<file path="src/include/chol_defs.svh">
`ifndef CHOL_DEFS_SVH
`define CHOL_DEFS_SVH

// problem size
`define N_BANDS 8
`define MAX_EM 4

// number formats, samples Q8.8, words Q16.16
`define SAMPLE_W 16
`define WORD_W 32
`define FRAC_BITS 16

// derived widths
`define EM_W $clog2(`MAX_EM)
`define BAND_W $clog2(`N_BANDS)
`define TRI_DEPTH (`MAX_EM * (`MAX_EM + 1) / 2)  // lower triangle incl. diagonal

`endif

</file>
<file path="src/hdl/chol_types_pkg.sv">
`default_nettype none

`include "chol_defs.svh"

package chol_types_pkg;

  // signed Q8.8 band sample
  typedef logic signed [`SAMPLE_W-1:0] sample_t;

  // signed Q16.16 stored value
  typedef logic signed [`WORD_W-1:0] word_t;

  // full product of two words before rescaling
  typedef logic signed [2*`WORD_W-1:0] wide_t;

  // row solver phases
  typedef enum logic [1:0] {
    IDLE,    // idle or waiting on the gram column
    DOT,     // operand reads and dot product
    DIVIDE,  // off-diagonal quotient
    ROOT     // diagonal square root
  } solve_phase_t;

endpackage

`default_nettype wire

</file>
<file path="src/hdl/chol_mem_pkg.sv">
`default_nettype none

`include "chol_defs.svh"

package chol_mem_pkg;

  // row or column of L
  typedef logic [`EM_W-1:0] em_idx_t;

  // packed lower triangle address, row*(row+1)/2 + col
  typedef logic [$clog2(`TRI_DEPTH)-1:0] tri_addr_t;

  // store peers, in priority order
  typedef enum logic [1:0] {
    SOLVER,
    GRAM,
    READOUT
  } req_id_t;

endpackage

`default_nettype wire

</file>
<file path="src/hdl/fixed_divider.sv">
`timescale 1ns/1ps
`default_nettype none

`include "chol_defs.svh"

module fixed_divider (
  input  logic                  clk,
  input  logic                  rst,
  input  logic                  div_start,
  input  chol_types_pkg::word_t div_n,
  input  chol_types_pkg::word_t div_d,
  output logic                  div_busy,
  output logic                  div_done,
  output chol_types_pkg::word_t div_q
);

  localparam int STEPS = `WORD_W + `FRAC_BITS;
  localparam int CNT_W = $clog2(STEPS);
  localparam logic [CNT_W-1:0] CNT_INIT = CNT_W'(STEPS - 1);

  logic [STEPS-1:0]   acc;  // dividend bits leave the top, quotient bits enter below
  logic [STEPS-1:0]   acc_in;
  logic [STEPS-1:0]   acc_next;
  logic [`WORD_W-1:0] den;
  logic [`WORD_W-1:0] den_in;
  logic [`WORD_W-1:0] rem;
  logic [`WORD_W-1:0] rem_in;
  logic [`WORD_W:0]   rem_sh;
  logic [`WORD_W:0]   trial;
  logic [CNT_W-1:0]   cnt;
  logic               neg;
  logic               load;

  function automatic logic [`WORD_W-1:0] mag(chol_types_pkg::word_t v);
    return v[`WORD_W-1] ? -v : v;
  endfunction

  assign load = div_start && !div_busy;

  // first quotient bit is taken in the start cycle
  always_comb begin
    if (load) begin
      acc_in = {mag(div_n), {`FRAC_BITS{1'b0}}};
      den_in = mag(div_d);
      rem_in = '0;
    end else begin
      acc_in = acc;
      den_in = den;
      rem_in = rem;
    end
    rem_sh   = {rem_in, acc_in[STEPS-1]};
    trial    = rem_sh - {1'b0, den_in};
    acc_next = {acc_in[STEPS-2:0], ~trial[`WORD_W]};
  end

  always_ff @(posedge clk) begin
    if (rst) begin
      div_busy <= 1'b0;
      div_done <= 1'b0;
      cnt      <= '0;
    end else begin
      div_done <= 1'b0;
      if (load || div_busy) begin
        acc <= acc_next;
        den <= den_in;
        rem <= trial[`WORD_W] ? rem_sh[`WORD_W-1:0] : trial[`WORD_W-1:0];  // restore
      end
      if (load) begin
        div_busy <= 1'b1;
        cnt      <= CNT_INIT;
        neg      <= div_n[`WORD_W-1] ^ div_d[`WORD_W-1];
      end else if (div_busy && cnt == CNT_W'(1)) begin
        div_busy <= 1'b0;
        div_done <= 1'b1;
        div_q    <= neg ? -acc_next[`WORD_W-1:0] : acc_next[`WORD_W-1:0];
      end else if (div_busy) begin
        cnt <= cnt - 1'b1;
      end
    end
  end

endmodule

`default_nettype wire

</file>
<file path="src/hdl/fixed_sqrt.sv">
`timescale 1ns/1ps
`default_nettype none

`include "chol_defs.svh"

module fixed_sqrt (
  input  logic                  clk,
  input  logic                  rst,
  input  logic                  sqrt_start,
  input  chol_types_pkg::word_t sqrt_n,
  output logic                  sqrt_busy,
  output logic                  sqrt_done,
  output chol_types_pkg::word_t sqrt_root
);

  localparam int RAD_W  = `WORD_W + `FRAC_BITS;  // radicand scaled by 2^FRAC_BITS
  localparam int ROOT_W = RAD_W / 2;
  localparam int REM_W  = ROOT_W + 2;
  localparam int CNT_W  = $clog2(ROOT_W);
  localparam logic [CNT_W-1:0] CNT_INIT = CNT_W'(ROOT_W - 1);

  logic [RAD_W-1:0]  rad;
  logic [RAD_W-1:0]  rad_in;
  logic [ROOT_W-1:0] root;
  logic [ROOT_W-1:0] root_in;
  logic [ROOT_W-1:0] root_next;
  logic [REM_W-1:0]  rem;
  logic [REM_W-1:0]  rem_in;
  logic [REM_W-1:0]  rem_sh;
  logic [REM_W:0]    trial;
  logic [CNT_W-1:0]  cnt;
  logic              load;

  assign load = sqrt_start && !sqrt_busy;

  always_comb begin
    if (load) begin
      rad_in  = sqrt_n[`WORD_W-1] ? '0 : {sqrt_n, {`FRAC_BITS{1'b0}}};  // negative as zero
      root_in = '0;
      rem_in  = '0;
    end else begin
      rad_in  = rad;
      root_in = root;
      rem_in  = rem;
    end
    // bring down two radicand bits, try root digit 1
    rem_sh    = {rem_in[REM_W-3:0], rad_in[RAD_W-1 -: 2]};
    trial     = {1'b0, rem_sh} - {1'b0, root_in, 2'b01};
    root_next = {root_in[ROOT_W-2:0], ~trial[REM_W]};
  end

  always_ff @(posedge clk) begin
    if (rst) begin
      sqrt_busy <= 1'b0;
      sqrt_done <= 1'b0;
      cnt       <= '0;
    end else begin
      sqrt_done <= 1'b0;
      if (load || sqrt_busy) begin
        rad  <= rad_in << 2;
        root <= root_next;
        rem  <= trial[REM_W] ? rem_sh : trial[REM_W-1:0];
      end
      if (load) begin
        sqrt_busy <= 1'b1;
        cnt       <= CNT_INIT;
      end else if (sqrt_busy && cnt == CNT_W'(1)) begin
        sqrt_busy <= 1'b0;
        sqrt_done <= 1'b1;
        sqrt_root <= {{(`WORD_W - ROOT_W){1'b0}}, root_next};
      end else if (sqrt_busy) begin
        cnt <= cnt - 1'b1;
      end
    end
  end

endmodule

`default_nettype wire

</file>
<file path="src/hdl/tri_store_arbiter.sv">
`timescale 1ns/1ps
`default_nettype none

`include "chol_defs.svh"

module tri_store_arbiter (
  input  logic                  clk,
  input  logic                  rst,
  input  logic                  sol_req,
  input  logic                  sol_we,
  input  logic                  sol_gram,
  input  chol_mem_pkg::em_idx_t sol_row,
  input  chol_mem_pkg::em_idx_t sol_col,
  input  chol_types_pkg::word_t sol_wdata,
  input  logic                  gram_wr,
  input  chol_mem_pkg::em_idx_t gram_j,
  input  chol_types_pkg::word_t gram_data,
  input  logic                  rd_req,
  input  chol_mem_pkg::em_idx_t rd_row,
  input  chol_mem_pkg::em_idx_t rd_col,
  output logic                  sol_gnt,
  output chol_types_pkg::word_t rd_word,
  output chol_types_pkg::word_t rd_data,
  output logic                  rd_valid
);

  chol_types_pkg::word_t   l_mem [`TRI_DEPTH];
  chol_types_pkg::word_t   gram_col [`MAX_EM];  // G[j][k] of the current run
  chol_types_pkg::word_t   rdata_q;
  chol_mem_pkg::req_id_t   win;
  chol_mem_pkg::tri_addr_t addr;
  logic                    rd_gnt;

  // upper-triangle requests map onto the stored lower triangle
  function automatic chol_mem_pkg::tri_addr_t fold_addr(chol_mem_pkg::em_idx_t r,
                                                        chol_mem_pkg::em_idx_t c);
    chol_mem_pkg::em_idx_t hi;
    chol_mem_pkg::em_idx_t lo;
    hi = (r >= c) ? r : c;
    lo = (r >= c) ? c : r;
    return chol_mem_pkg::tri_addr_t'((hi * (hi + 1)) / 2 + lo);
  endfunction

  //////////////////////////////////////////////////////////////////////
  // fixed priority, solver > gram > readout
  always_comb begin
    if (sol_req) win = chol_mem_pkg::SOLVER;
    else if (gram_wr) win = chol_mem_pkg::GRAM;
    else win = chol_mem_pkg::READOUT;
  end

  assign sol_gnt = (win == chol_mem_pkg::SOLVER);
  assign rd_gnt  = (win == chol_mem_pkg::READOUT) && rd_req && !rd_valid;  // one in flight
  assign addr    = sol_gnt ? fold_addr(sol_row, sol_col) : fold_addr(rd_row, rd_col);

  // single registered read port shared by solver and readout
  assign rd_word = rdata_q;
  assign rd_data = rdata_q;

  always_ff @(posedge clk) begin
    if (sol_gnt && sol_we && !sol_gram) l_mem[addr] <= sol_wdata;
    if (gram_wr) gram_col[gram_j] <= gram_data;
    rdata_q <= (sol_gnt && sol_gram) ? gram_col[sol_col] : l_mem[addr];
  end

  always_ff @(posedge clk) begin
    if (rst) rd_valid <= 1'b0;
    else rd_valid <= rd_gnt;
  end

endmodule

`default_nettype wire

</file>
<file path="src/hdl/gram_accumulator.sv">
`timescale 1ns/1ps
`default_nettype none

`include "chol_defs.svh"

module gram_accumulator (
  input  logic                    clk,
  input  logic                    rst,
  input  logic                    start,
  input  chol_mem_pkg::em_idx_t   row_k,
  input  chol_types_pkg::sample_t u_sample,
  input  chol_types_pkg::sample_t vec_sample,
  input  logic                    sample_valid,
  output logic                    band_req,
  output chol_mem_pkg::em_idx_t   band_col,
  output logic [`BAND_W-1:0]      band_idx,
  output logic                    gram_wr,
  output chol_mem_pkg::em_idx_t   gram_j,
  output chol_types_pkg::word_t   gram_data,
  output logic                    gram_done
);

  localparam logic [`BAND_W-1:0] LAST_BAND = `BAND_W'(`N_BANDS - 1);

  chol_mem_pkg::em_idx_t k_r;
  chol_mem_pkg::em_idx_t rx_col;
  chol_mem_pkg::em_idx_t prod_col;
  logic [`BAND_W-1:0]    rx_band;
  logic                  prod_v;
  logic                  prod_last;
  chol_types_pkg::word_t prod_r;
  chol_types_pkg::word_t acc;
  chol_types_pkg::word_t sum_next;

  assign sum_next = acc + prod_r;

  always_ff @(posedge clk) begin
    if (rst) begin
      band_req  <= 1'b0;
      band_col  <= '0;
      band_idx  <= '0;
      k_r       <= '0;
      rx_col    <= '0;
      rx_band   <= '0;
      prod_v    <= 1'b0;
      prod_last <= 1'b0;
      gram_wr   <= 1'b0;
      gram_j    <= '0;
      gram_done <= 1'b0;
    end else begin
      //////////////////////////////////////////////////////////////////////
      // request stream, column-major
      if (start) begin
        band_req <= 1'b1;
        band_col <= '0;
        band_idx <= '0;
        k_r      <= row_k;
      end else if (band_req) begin
        if (band_idx == LAST_BAND) begin
          band_idx <= '0;
          if (band_col == k_r) band_req <= 1'b0;
          else band_col <= band_col + 1'b1;
        end else begin
          band_idx <= band_idx + 1'b1;
        end
      end

      //////////////////////////////////////////////////////////////////////
      // returning samples, one product stage then accumulate
      prod_v <= sample_valid;
      if (start) begin
        rx_band <= '0;
        rx_col  <= '0;
        acc     <= '0;
      end else if (sample_valid) begin
        prod_r    <= u_sample * vec_sample;  // Q8.8 x Q8.8 is exact Q16.16
        prod_col  <= rx_col;
        prod_last <= (rx_band == LAST_BAND);
        if (rx_band == LAST_BAND) begin
          rx_band <= '0;
          rx_col  <= rx_col + 1'b1;
        end else begin
          rx_band <= rx_band + 1'b1;
        end
      end

      if (prod_v && !start) acc <= prod_last ? '0 : sum_next;  // clear at column end
      gram_wr <= prod_v && prod_last;
      if (prod_v && prod_last) begin
        gram_j    <= prod_col;
        gram_data <= sum_next;
      end
      gram_done <= gram_wr && (gram_j == k_r);
    end
  end

endmodule

`default_nettype wire

</file>
<file path="src/hdl/row_solver.sv">
`timescale 1ns/1ps
`default_nettype none

`include "chol_defs.svh"

module row_solver (
  input  logic                  clk,
  input  logic                  rst,
  input  logic                  start,
  input  chol_mem_pkg::em_idx_t row_k,
  input  logic                  gram_done,
  input  logic                  sol_gnt,
  input  chol_types_pkg::word_t rd_word,
  input  logic                  div_done,
  input  chol_types_pkg::word_t div_q,
  input  logic                  div_busy,
  input  logic                  sqrt_done,
  input  chol_types_pkg::word_t sqrt_root,
  input  logic                  sqrt_busy,
  output logic                  busy,
  output logic                  done,
  output logic                  sol_req,
  output logic                  sol_we,
  output logic                  sol_gram,
  output chol_mem_pkg::em_idx_t sol_row,
  output chol_mem_pkg::em_idx_t sol_col,
  output chol_types_pkg::word_t sol_wdata,
  output logic                  div_start,
  output chol_types_pkg::word_t div_n,
  output chol_types_pkg::word_t div_d,
  output logic                  sqrt_start,
  output chol_types_pkg::word_t sqrt_n
);

  // operand reads within DOT
  typedef enum logic [1:0] {
    OP_GRAM,  // G[j][k]
    OP_LJ,    // L[j][m]
    OP_LK,    // L[k][m]
    OP_DIAG   // L[j][j]
  } dot_op_t;

  chol_types_pkg::solve_phase_t phase;
  dot_op_t                      op;
  chol_mem_pkg::em_idx_t        k_r;
  chol_mem_pkg::em_idx_t        j_r;
  chol_mem_pkg::em_idx_t        m_r;
  logic                         pend;   // read granted, data next cycle
  logic                         wr_on;  // result write pending
  logic                         go_r;   // unit launch pending
  logic                         dot_last;
  chol_types_pkg::word_t        g_r;
  chol_types_pkg::word_t        sum_r;
  chol_types_pkg::word_t        a_r;
  chol_types_pkg::word_t        d_r;
  chol_types_pkg::word_t        res_r;
  chol_types_pkg::word_t        diff;
  chol_types_pkg::wide_t        prod;

  assign prod = chol_types_pkg::wide_t'(a_r) * chol_types_pkg::wide_t'(rd_word);
  assign diff = g_r - sum_r;

  assign div_n     = diff;
  assign div_d     = d_r;
  assign sqrt_n    = diff;
  assign sol_wdata = res_r;
  assign div_start  = go_r && (phase == chol_types_pkg::DIVIDE) && !div_busy;
  assign sqrt_start = go_r && (phase == chol_types_pkg::ROOT) && !sqrt_busy;

  assign sol_req  = wr_on || ((phase == chol_types_pkg::DOT) && !pend);
  assign sol_we   = wr_on;
  assign sol_gram = (phase == chol_types_pkg::DOT) && (op == OP_GRAM);

  // last term of the dot product for column j
  assign dot_last = (op == OP_GRAM) ? (j_r == '0)
                                    : (chol_mem_pkg::em_idx_t'(m_r + 1'b1) == j_r);

  always_comb begin
    sol_row = k_r;  // result write and gram entry
    sol_col = j_r;
    if (!wr_on) begin
      case (op)
        OP_LJ: begin
          sol_row = j_r;
          sol_col = m_r;
        end
        OP_LK:   sol_col = m_r;
        OP_DIAG: sol_row = j_r;
        default: ;
      endcase
    end
  end

  always_ff @(posedge clk) begin
    if (rst) begin
      phase <= chol_types_pkg::IDLE;
      op    <= OP_GRAM;
      busy  <= 1'b0;
      done  <= 1'b0;
      pend  <= 1'b0;
      wr_on <= 1'b0;
      go_r  <= 1'b0;
      k_r   <= '0;
      j_r   <= '0;
      m_r   <= '0;
    end else begin
      done <= 1'b0;
      case (phase)
        chol_types_pkg::IDLE: begin
          if (done) begin
            busy <= 1'b0;
          end else if (!busy && start) begin
            busy <= 1'b1;
            k_r  <= row_k;
          end else if (busy && gram_done) begin
            phase <= chol_types_pkg::DOT;
            op    <= OP_GRAM;
            j_r   <= '0;
            m_r   <= '0;
            sum_r <= '0;
          end
        end

        chol_types_pkg::DOT: begin
          if (!pend) begin
            pend <= sol_gnt;
          end else begin
            pend <= 1'b0;
            case (op)
              OP_LJ: begin
                a_r <= rd_word;
                op  <= OP_LK;
              end
              OP_DIAG: begin
                d_r   <= rd_word;
                phase <= chol_types_pkg::DIVIDE;
                go_r  <= 1'b1;
              end
              default: begin
                if (op == OP_GRAM) g_r <= rd_word;
                else sum_r <= sum_r + chol_types_pkg::word_t'(prod >>> `FRAC_BITS);
                if (!dot_last) begin
                  if (op == OP_LK) m_r <= m_r + 1'b1;
                  op <= OP_LJ;
                end else if (j_r == k_r) begin
                  phase <= chol_types_pkg::ROOT;
                  go_r  <= 1'b1;
                end else begin
                  op <= OP_DIAG;
                end
              end
            endcase
          end
        end

        default: begin  // DIVIDE or ROOT
          if (div_start || sqrt_start) go_r <= 1'b0;
          if (div_done || sqrt_done) begin
            res_r <= (phase == chol_types_pkg::DIVIDE) ? div_q : sqrt_root;
            wr_on <= 1'b1;
          end
          if (wr_on && sol_gnt) begin
            wr_on <= 1'b0;
            if (phase == chol_types_pkg::ROOT) begin
              phase <= chol_types_pkg::IDLE;
              done  <= 1'b1;
            end else begin
              phase <= chol_types_pkg::DOT;  // next column
              op    <= OP_GRAM;
              j_r   <= j_r + 1'b1;
              m_r   <= '0;
              sum_r <= '0;
            end
          end
        end
      endcase
    end
  end

endmodule

`default_nettype wire

</file>
<file path="src/hdl/chol_update_top.sv">
`timescale 1ns/1ps
`default_nettype none

`include "chol_defs.svh"

module chol_update_top (
  input  logic                    clk,
  input  logic                    rst,
  input  logic                    start,
  input  chol_mem_pkg::em_idx_t   row_k,
  input  chol_types_pkg::sample_t u_sample,
  input  chol_types_pkg::sample_t vec_sample,
  input  logic                    sample_valid,
  input  logic                    rd_req,
  input  chol_mem_pkg::em_idx_t   rd_row,
  input  chol_mem_pkg::em_idx_t   rd_col,
  output logic                    band_req,
  output chol_mem_pkg::em_idx_t   band_col,
  output logic [`BAND_W-1:0]      band_idx,
  output chol_types_pkg::word_t   rd_data,
  output logic                    rd_valid,
  output logic                    busy,
  output logic                    done
);

  logic                  run_start;
  logic                  gram_wr;
  logic                  gram_done;
  chol_mem_pkg::em_idx_t gram_j;
  chol_types_pkg::word_t gram_data;
  logic                  sol_req;
  logic                  sol_we;
  logic                  sol_gram;
  logic                  sol_gnt;
  chol_mem_pkg::em_idx_t sol_row;
  chol_mem_pkg::em_idx_t sol_col;
  chol_types_pkg::word_t sol_wdata;
  chol_types_pkg::word_t rd_word;
  logic                  div_start;
  logic                  div_busy;
  logic                  div_done;
  chol_types_pkg::word_t div_n;
  chol_types_pkg::word_t div_d;
  chol_types_pkg::word_t div_q;
  logic                  sqrt_start;
  logic                  sqrt_busy;
  logic                  sqrt_done;
  chol_types_pkg::word_t sqrt_n;
  chol_types_pkg::word_t sqrt_root;

  assign run_start = start && !busy;  // one run at a time

  gram_accumulator u_gram (.start(run_start), .*);

  row_solver u_solver (.start(run_start), .*);

  tri_store_arbiter u_store (.*);

  fixed_divider u_div (.*);

  fixed_sqrt u_sqrt (.*);

endmodule

`default_nettype wire

</file>
<file path="config.mk">
export PLATFORM = sky130hd
export DESIGN_NAME = chol_update_top
export DESIGN_NICKNAME = d
export VERILOG_FILES = /design/src/hdl/chol_types_pkg.sv /design/src/hdl/chol_mem_pkg.sv /design/src/hdl/fixed_divider.sv /design/src/hdl/fixed_sqrt.sv /design/src/hdl/tri_store_arbiter.sv /design/src/hdl/gram_accumulator.sv /design/src/hdl/row_solver.sv /design/src/hdl/chol_update_top.sv
export VERILOG_INCLUDE_DIRS = /design/src /design/src/include
export SDC_FILE = /design/constraint.sdc
export NUM_CORES = 2
export LEC_CHECK = 0
export BUFFER_PORTS_ARGS = -buffer_cell sky130_fd_sc_hd__clkbuf_2
export CORE_MARGIN = 2
export CORE_UTILIZATION = 66
export CTS_CLUSTER_SIZE = 12
export DETAILED_ROUTE_END_ITERATION = 10
export GPL_TIMING_DRIVEN = 0
export PLACE_DENSITY = 0.93
export SLEW_MARGIN = 20
export SYNTH_ARGS = -nofsm -noshare
export SYNTH_HDL_FRONTEND = slang
export SYNTH_SLANG_ARGS = --single-unit
</file>
<file path="constraint.sdc">
create_clock -name clk -period 12.6 [get_ports clk]
set_clock_uncertainty 0.15 [all_clocks]
set_input_delay 1.89 -clock clk [delete_from_list [all_inputs] [get_ports clk]]
set_output_delay 1.89 -clock clk [all_outputs]
set_load 0.02 [all_outputs]
</file>
==> flow_metrics.py <==
metrics = {
    "outcome": {
        "status": "finished with violations",
        "violations": "DRC",
    },
    "clocking": {
        "cts-htree-levels": 3,
        "max-clock-path-buffers": 3,
        "path_clk_slew_ps": 70,
        "root_buffer": "clkbuf_16",
        "cts_made_buffers": 104,
        "clk_latency_ps": 790,
        "clock_sinks": 1035,
        "post_cts_buffers": 0,
        "cts_tree": "done",
        "hold_buffers": 0,
    },
    "floorplanning": {
        "die_w_um": 366,
        "pin_count": 84,
        "row_count": 132,
        "dieHeight_um": 366,
        "start_util_pct": 66.6,
        "core_sq_mm": 0.130,
        "die_area_sq_mm": 0.134,
    },
    "run": {
        "cap_violations": 0,
    },
    "setup_path": {
        "cpMostUsedCell": "fa_1",
        "cp.arrival_ps": 12770,
        "max_stage_delay_ps": 1110,
        "path_depth": 39,
        "crit_buf_inv": 6,
        "crit_required_ps": 12900,
        "crit_slowest_cell": "dfxtp_1",
        "start_kind": "flip-flop",
        "r2r_cells": 39,
        "path_delay_family": "adder cells",
        "worstReg2RegStart": "u_store.rd_data[0]$_DFF_P_",
        "cp-end-kind": "flip-flop",
        "crit_path_max_fanout": 10,
        "worstSetupStartpoint": "u_store.rd_data[0]$_DFF_P_",
        "critPathKind": "flip-flop to flip-flop",
    },
    "final_layout": {
        "area_growth_pct": 8.02,
        "multi_input_area_sq_mm": 0.0502,
        "layout_common_cells": "1259 x inv_1, 1106 x fa_1, 953 x nand2_1, 953 x edfxtp_1, 694 x and2_1",
        "n_fill_cell": 7981,
        "utilization_pct": 71.9,
        "drive_above_1_share_pct": 5.89,
        "regArea_sq_mm": 0.0303,
        "final_nets": 9753,
        "final_common_cell": "inv_1",
    },
    "sta": {
        "max_slew_margin_pct": 6.54,
        "final.min_clock_period_ps": 12470,
        "slew_viol_final": 0,
        "tightest_slew_ps": 1400,
        "setup_viol": 0,
        "hold_viol_final": 0,
        "finalCritPeriodShare_pct": 99.0,
        "timing.fmax_mhz": 80.2,
    },
    "min_path": {
        "hold_path_class": "flip-flop to flip-flop",
        "hp-start": "u_store.rd_valid$_SDFF_PP0_",
        "min_delay_path_depth": 1,
    },
    "yosys": {
        "synthFlopType": "edfxtp_1",
        "synth.avg_cell_area_sq_um": 10.9,
        "yosysSeqAreaShare_pct": 35.1,
        "syn_nets": 9506,
        "async_flop_share_pct": 0,
        "yosys_warnings": 0,
        "synth_edf_count": 953,
        "syn_area_sq_mm": 0.0863,
        "synthCells": 7922,
        "ys_ff_latch": 1035,
        "post_synth_num_cell_types": 86,
    },
    "detailed_routing": {
        "first_iter_violations": 9216,
        "viasPerCell": 6.49,
        "vias": 65200,
        "drc": 1,
        "wl_per_cell_um": 26.5,
        "ant_nets": 0,
        "drt-pass1-iter-count": 11,
        "wl_mm": 266,
    },
    "grt": {
        "grt_overflow": 0,
        "grt_max_degree": 33,
        "grt_pass1_wl_mm": 400,
        "antenna_found_initial": 25,
        "track_usage_pct": 40.5,
        "grt_pass1_vias": 67400,
    },
    "placed_design": {
        "port-buffer-count": 83,
        "gp_routability_congestion": 1.03,
        "dp_hpwl_mm": 194,
    },
}
## stage by stage
stage               setup TNS (ps)  hold WS (ps)  area (sq um)  setup WS, ps  std cells
floorplan                        0           278         86300          2540       7922
global placement             -71.1           258         88900         -71.1       9747
detailed placement               0           270         89800           382       9805
CTS                              0           280         93000           204       9992
global route                 -16.6           306         93100         -16.6      10000
finish                           0           281         93200           132      10000
## Yosys cell counts, drive strengths merged, types with 64 or more instances
| cell type | count | area (sq um) |
|---|---|---|
| inv | 1259 | 4730 |
| fa | 1106 | 22100 |
| edfxtp | 953 | 28600 |
| nand2 | 953 | 3580 |
| and2 | 697 | 4360 |
| ha | 435 | 5440 |
| clkbuf | 324 | 1220 |
| nor2 | 288 | 1080 |
| a21oi | 264 | 1330 |
| o21ai | 259 | 1300 |
| xnor2 | 204 | 1790 |
| nand3 | 146 | 731 |
| xor2 | 128 | 1120 |
| dfxtp | 82 | 1640 |
| nor3 | 74 | 380 |
| nand2b | 70 | 438 |
| mux4 | 64 | 1440 |
## timing repair
action                     CTS  global route
resized for setup            0            22
setup endpoints to repair    0             8
hold endpoints to repair     0             0
## final timing paths
| kind | end | slack (ps) |
|---|---|---|
| worst max register to register | u_solver.sum_r[30]$_SDFFCE_PN0P_ | 130 |
| worst min register to register | u_store.rd_valid$_SDFF_PP0_ | 280 |
| worst max-delay path | u_solver.sum_r[30]$_SDFFCE_PN0P_ | 130 |
| worst min-delay path | u_store.rd_valid$_SDFF_PP0_ | 280 |
## state kept, by name (all words and copies together), names as in the netlist, 3 cells and up
signal,flops
u_gram.rx_band,3
u_div.cnt,6
u_gram.prod_r,32
u_sqrt.rad,30
u_sqrt.rem,24
u_solver.sol_wdata,32
u_solver.a_r,32
u_solver.div_d,32
u_solver.g_r,32
u_solver.sum_r,32
u_div.acc,48
u_div.den,32
u_gram.gram_data,32
u_gram.acc,32
u_store.l_mem,320
u_gram.band_idx,3
u_sqrt.sqrt_root,24
u_store.gram_col,128
u_sqrt.cnt,5
u_sqrt.root,24
u_div.rem,32
u_store.rd_data,32
u_div.div_q,32
## layer usage
layer	track usage, %	share of wire, %
met5	0	0.060
met4	27.8	8.7
met3	14.7	15
met2	61.9	44
met1	48.0	32
## cell families (layout without fill, tap and decap cells)
logic type               after synthesis  in the layout  synth area share, %
flip-flops                          1035           1035                 35.1
XOR/XNOR                             333            333                 3.40
AND/OR/NAND/NOR                     2407           2407                 13.7
AO/OA/AOI/OAI                        837            837                 5.94
multiplexers                         170            170                 2.99
other                                  0             55                    0
adder cells (fa/ha/maj)             1541           1541                 32.0
buffers and inverters               1599           1927                 6.97
## layout make-up
class	instances	area share, %
diodes	55	0.148
plain buffers	339	1.41
clock buffers	157	3.03
clock inverters	30	0.395
inverters	1260	5.07
multi-input cells	5288	53.8
flip-flops and latches	1035	32.5
well taps	1742	2.34
repair buffers	141	1.28
## worst reg2reg max path, delay by kind of cell (launching register included)
family,cells,cell delay [ps]
simple gates,11,2510
xor+xnor,2,280
flops,1,1110
compound gates,10,2530
fa+ha+maj,10,4360
buf+inv,6,1180
Power is not shown: default switching activity piles up to over one toggle a cycle in this logic, so the estimate is an artifact.
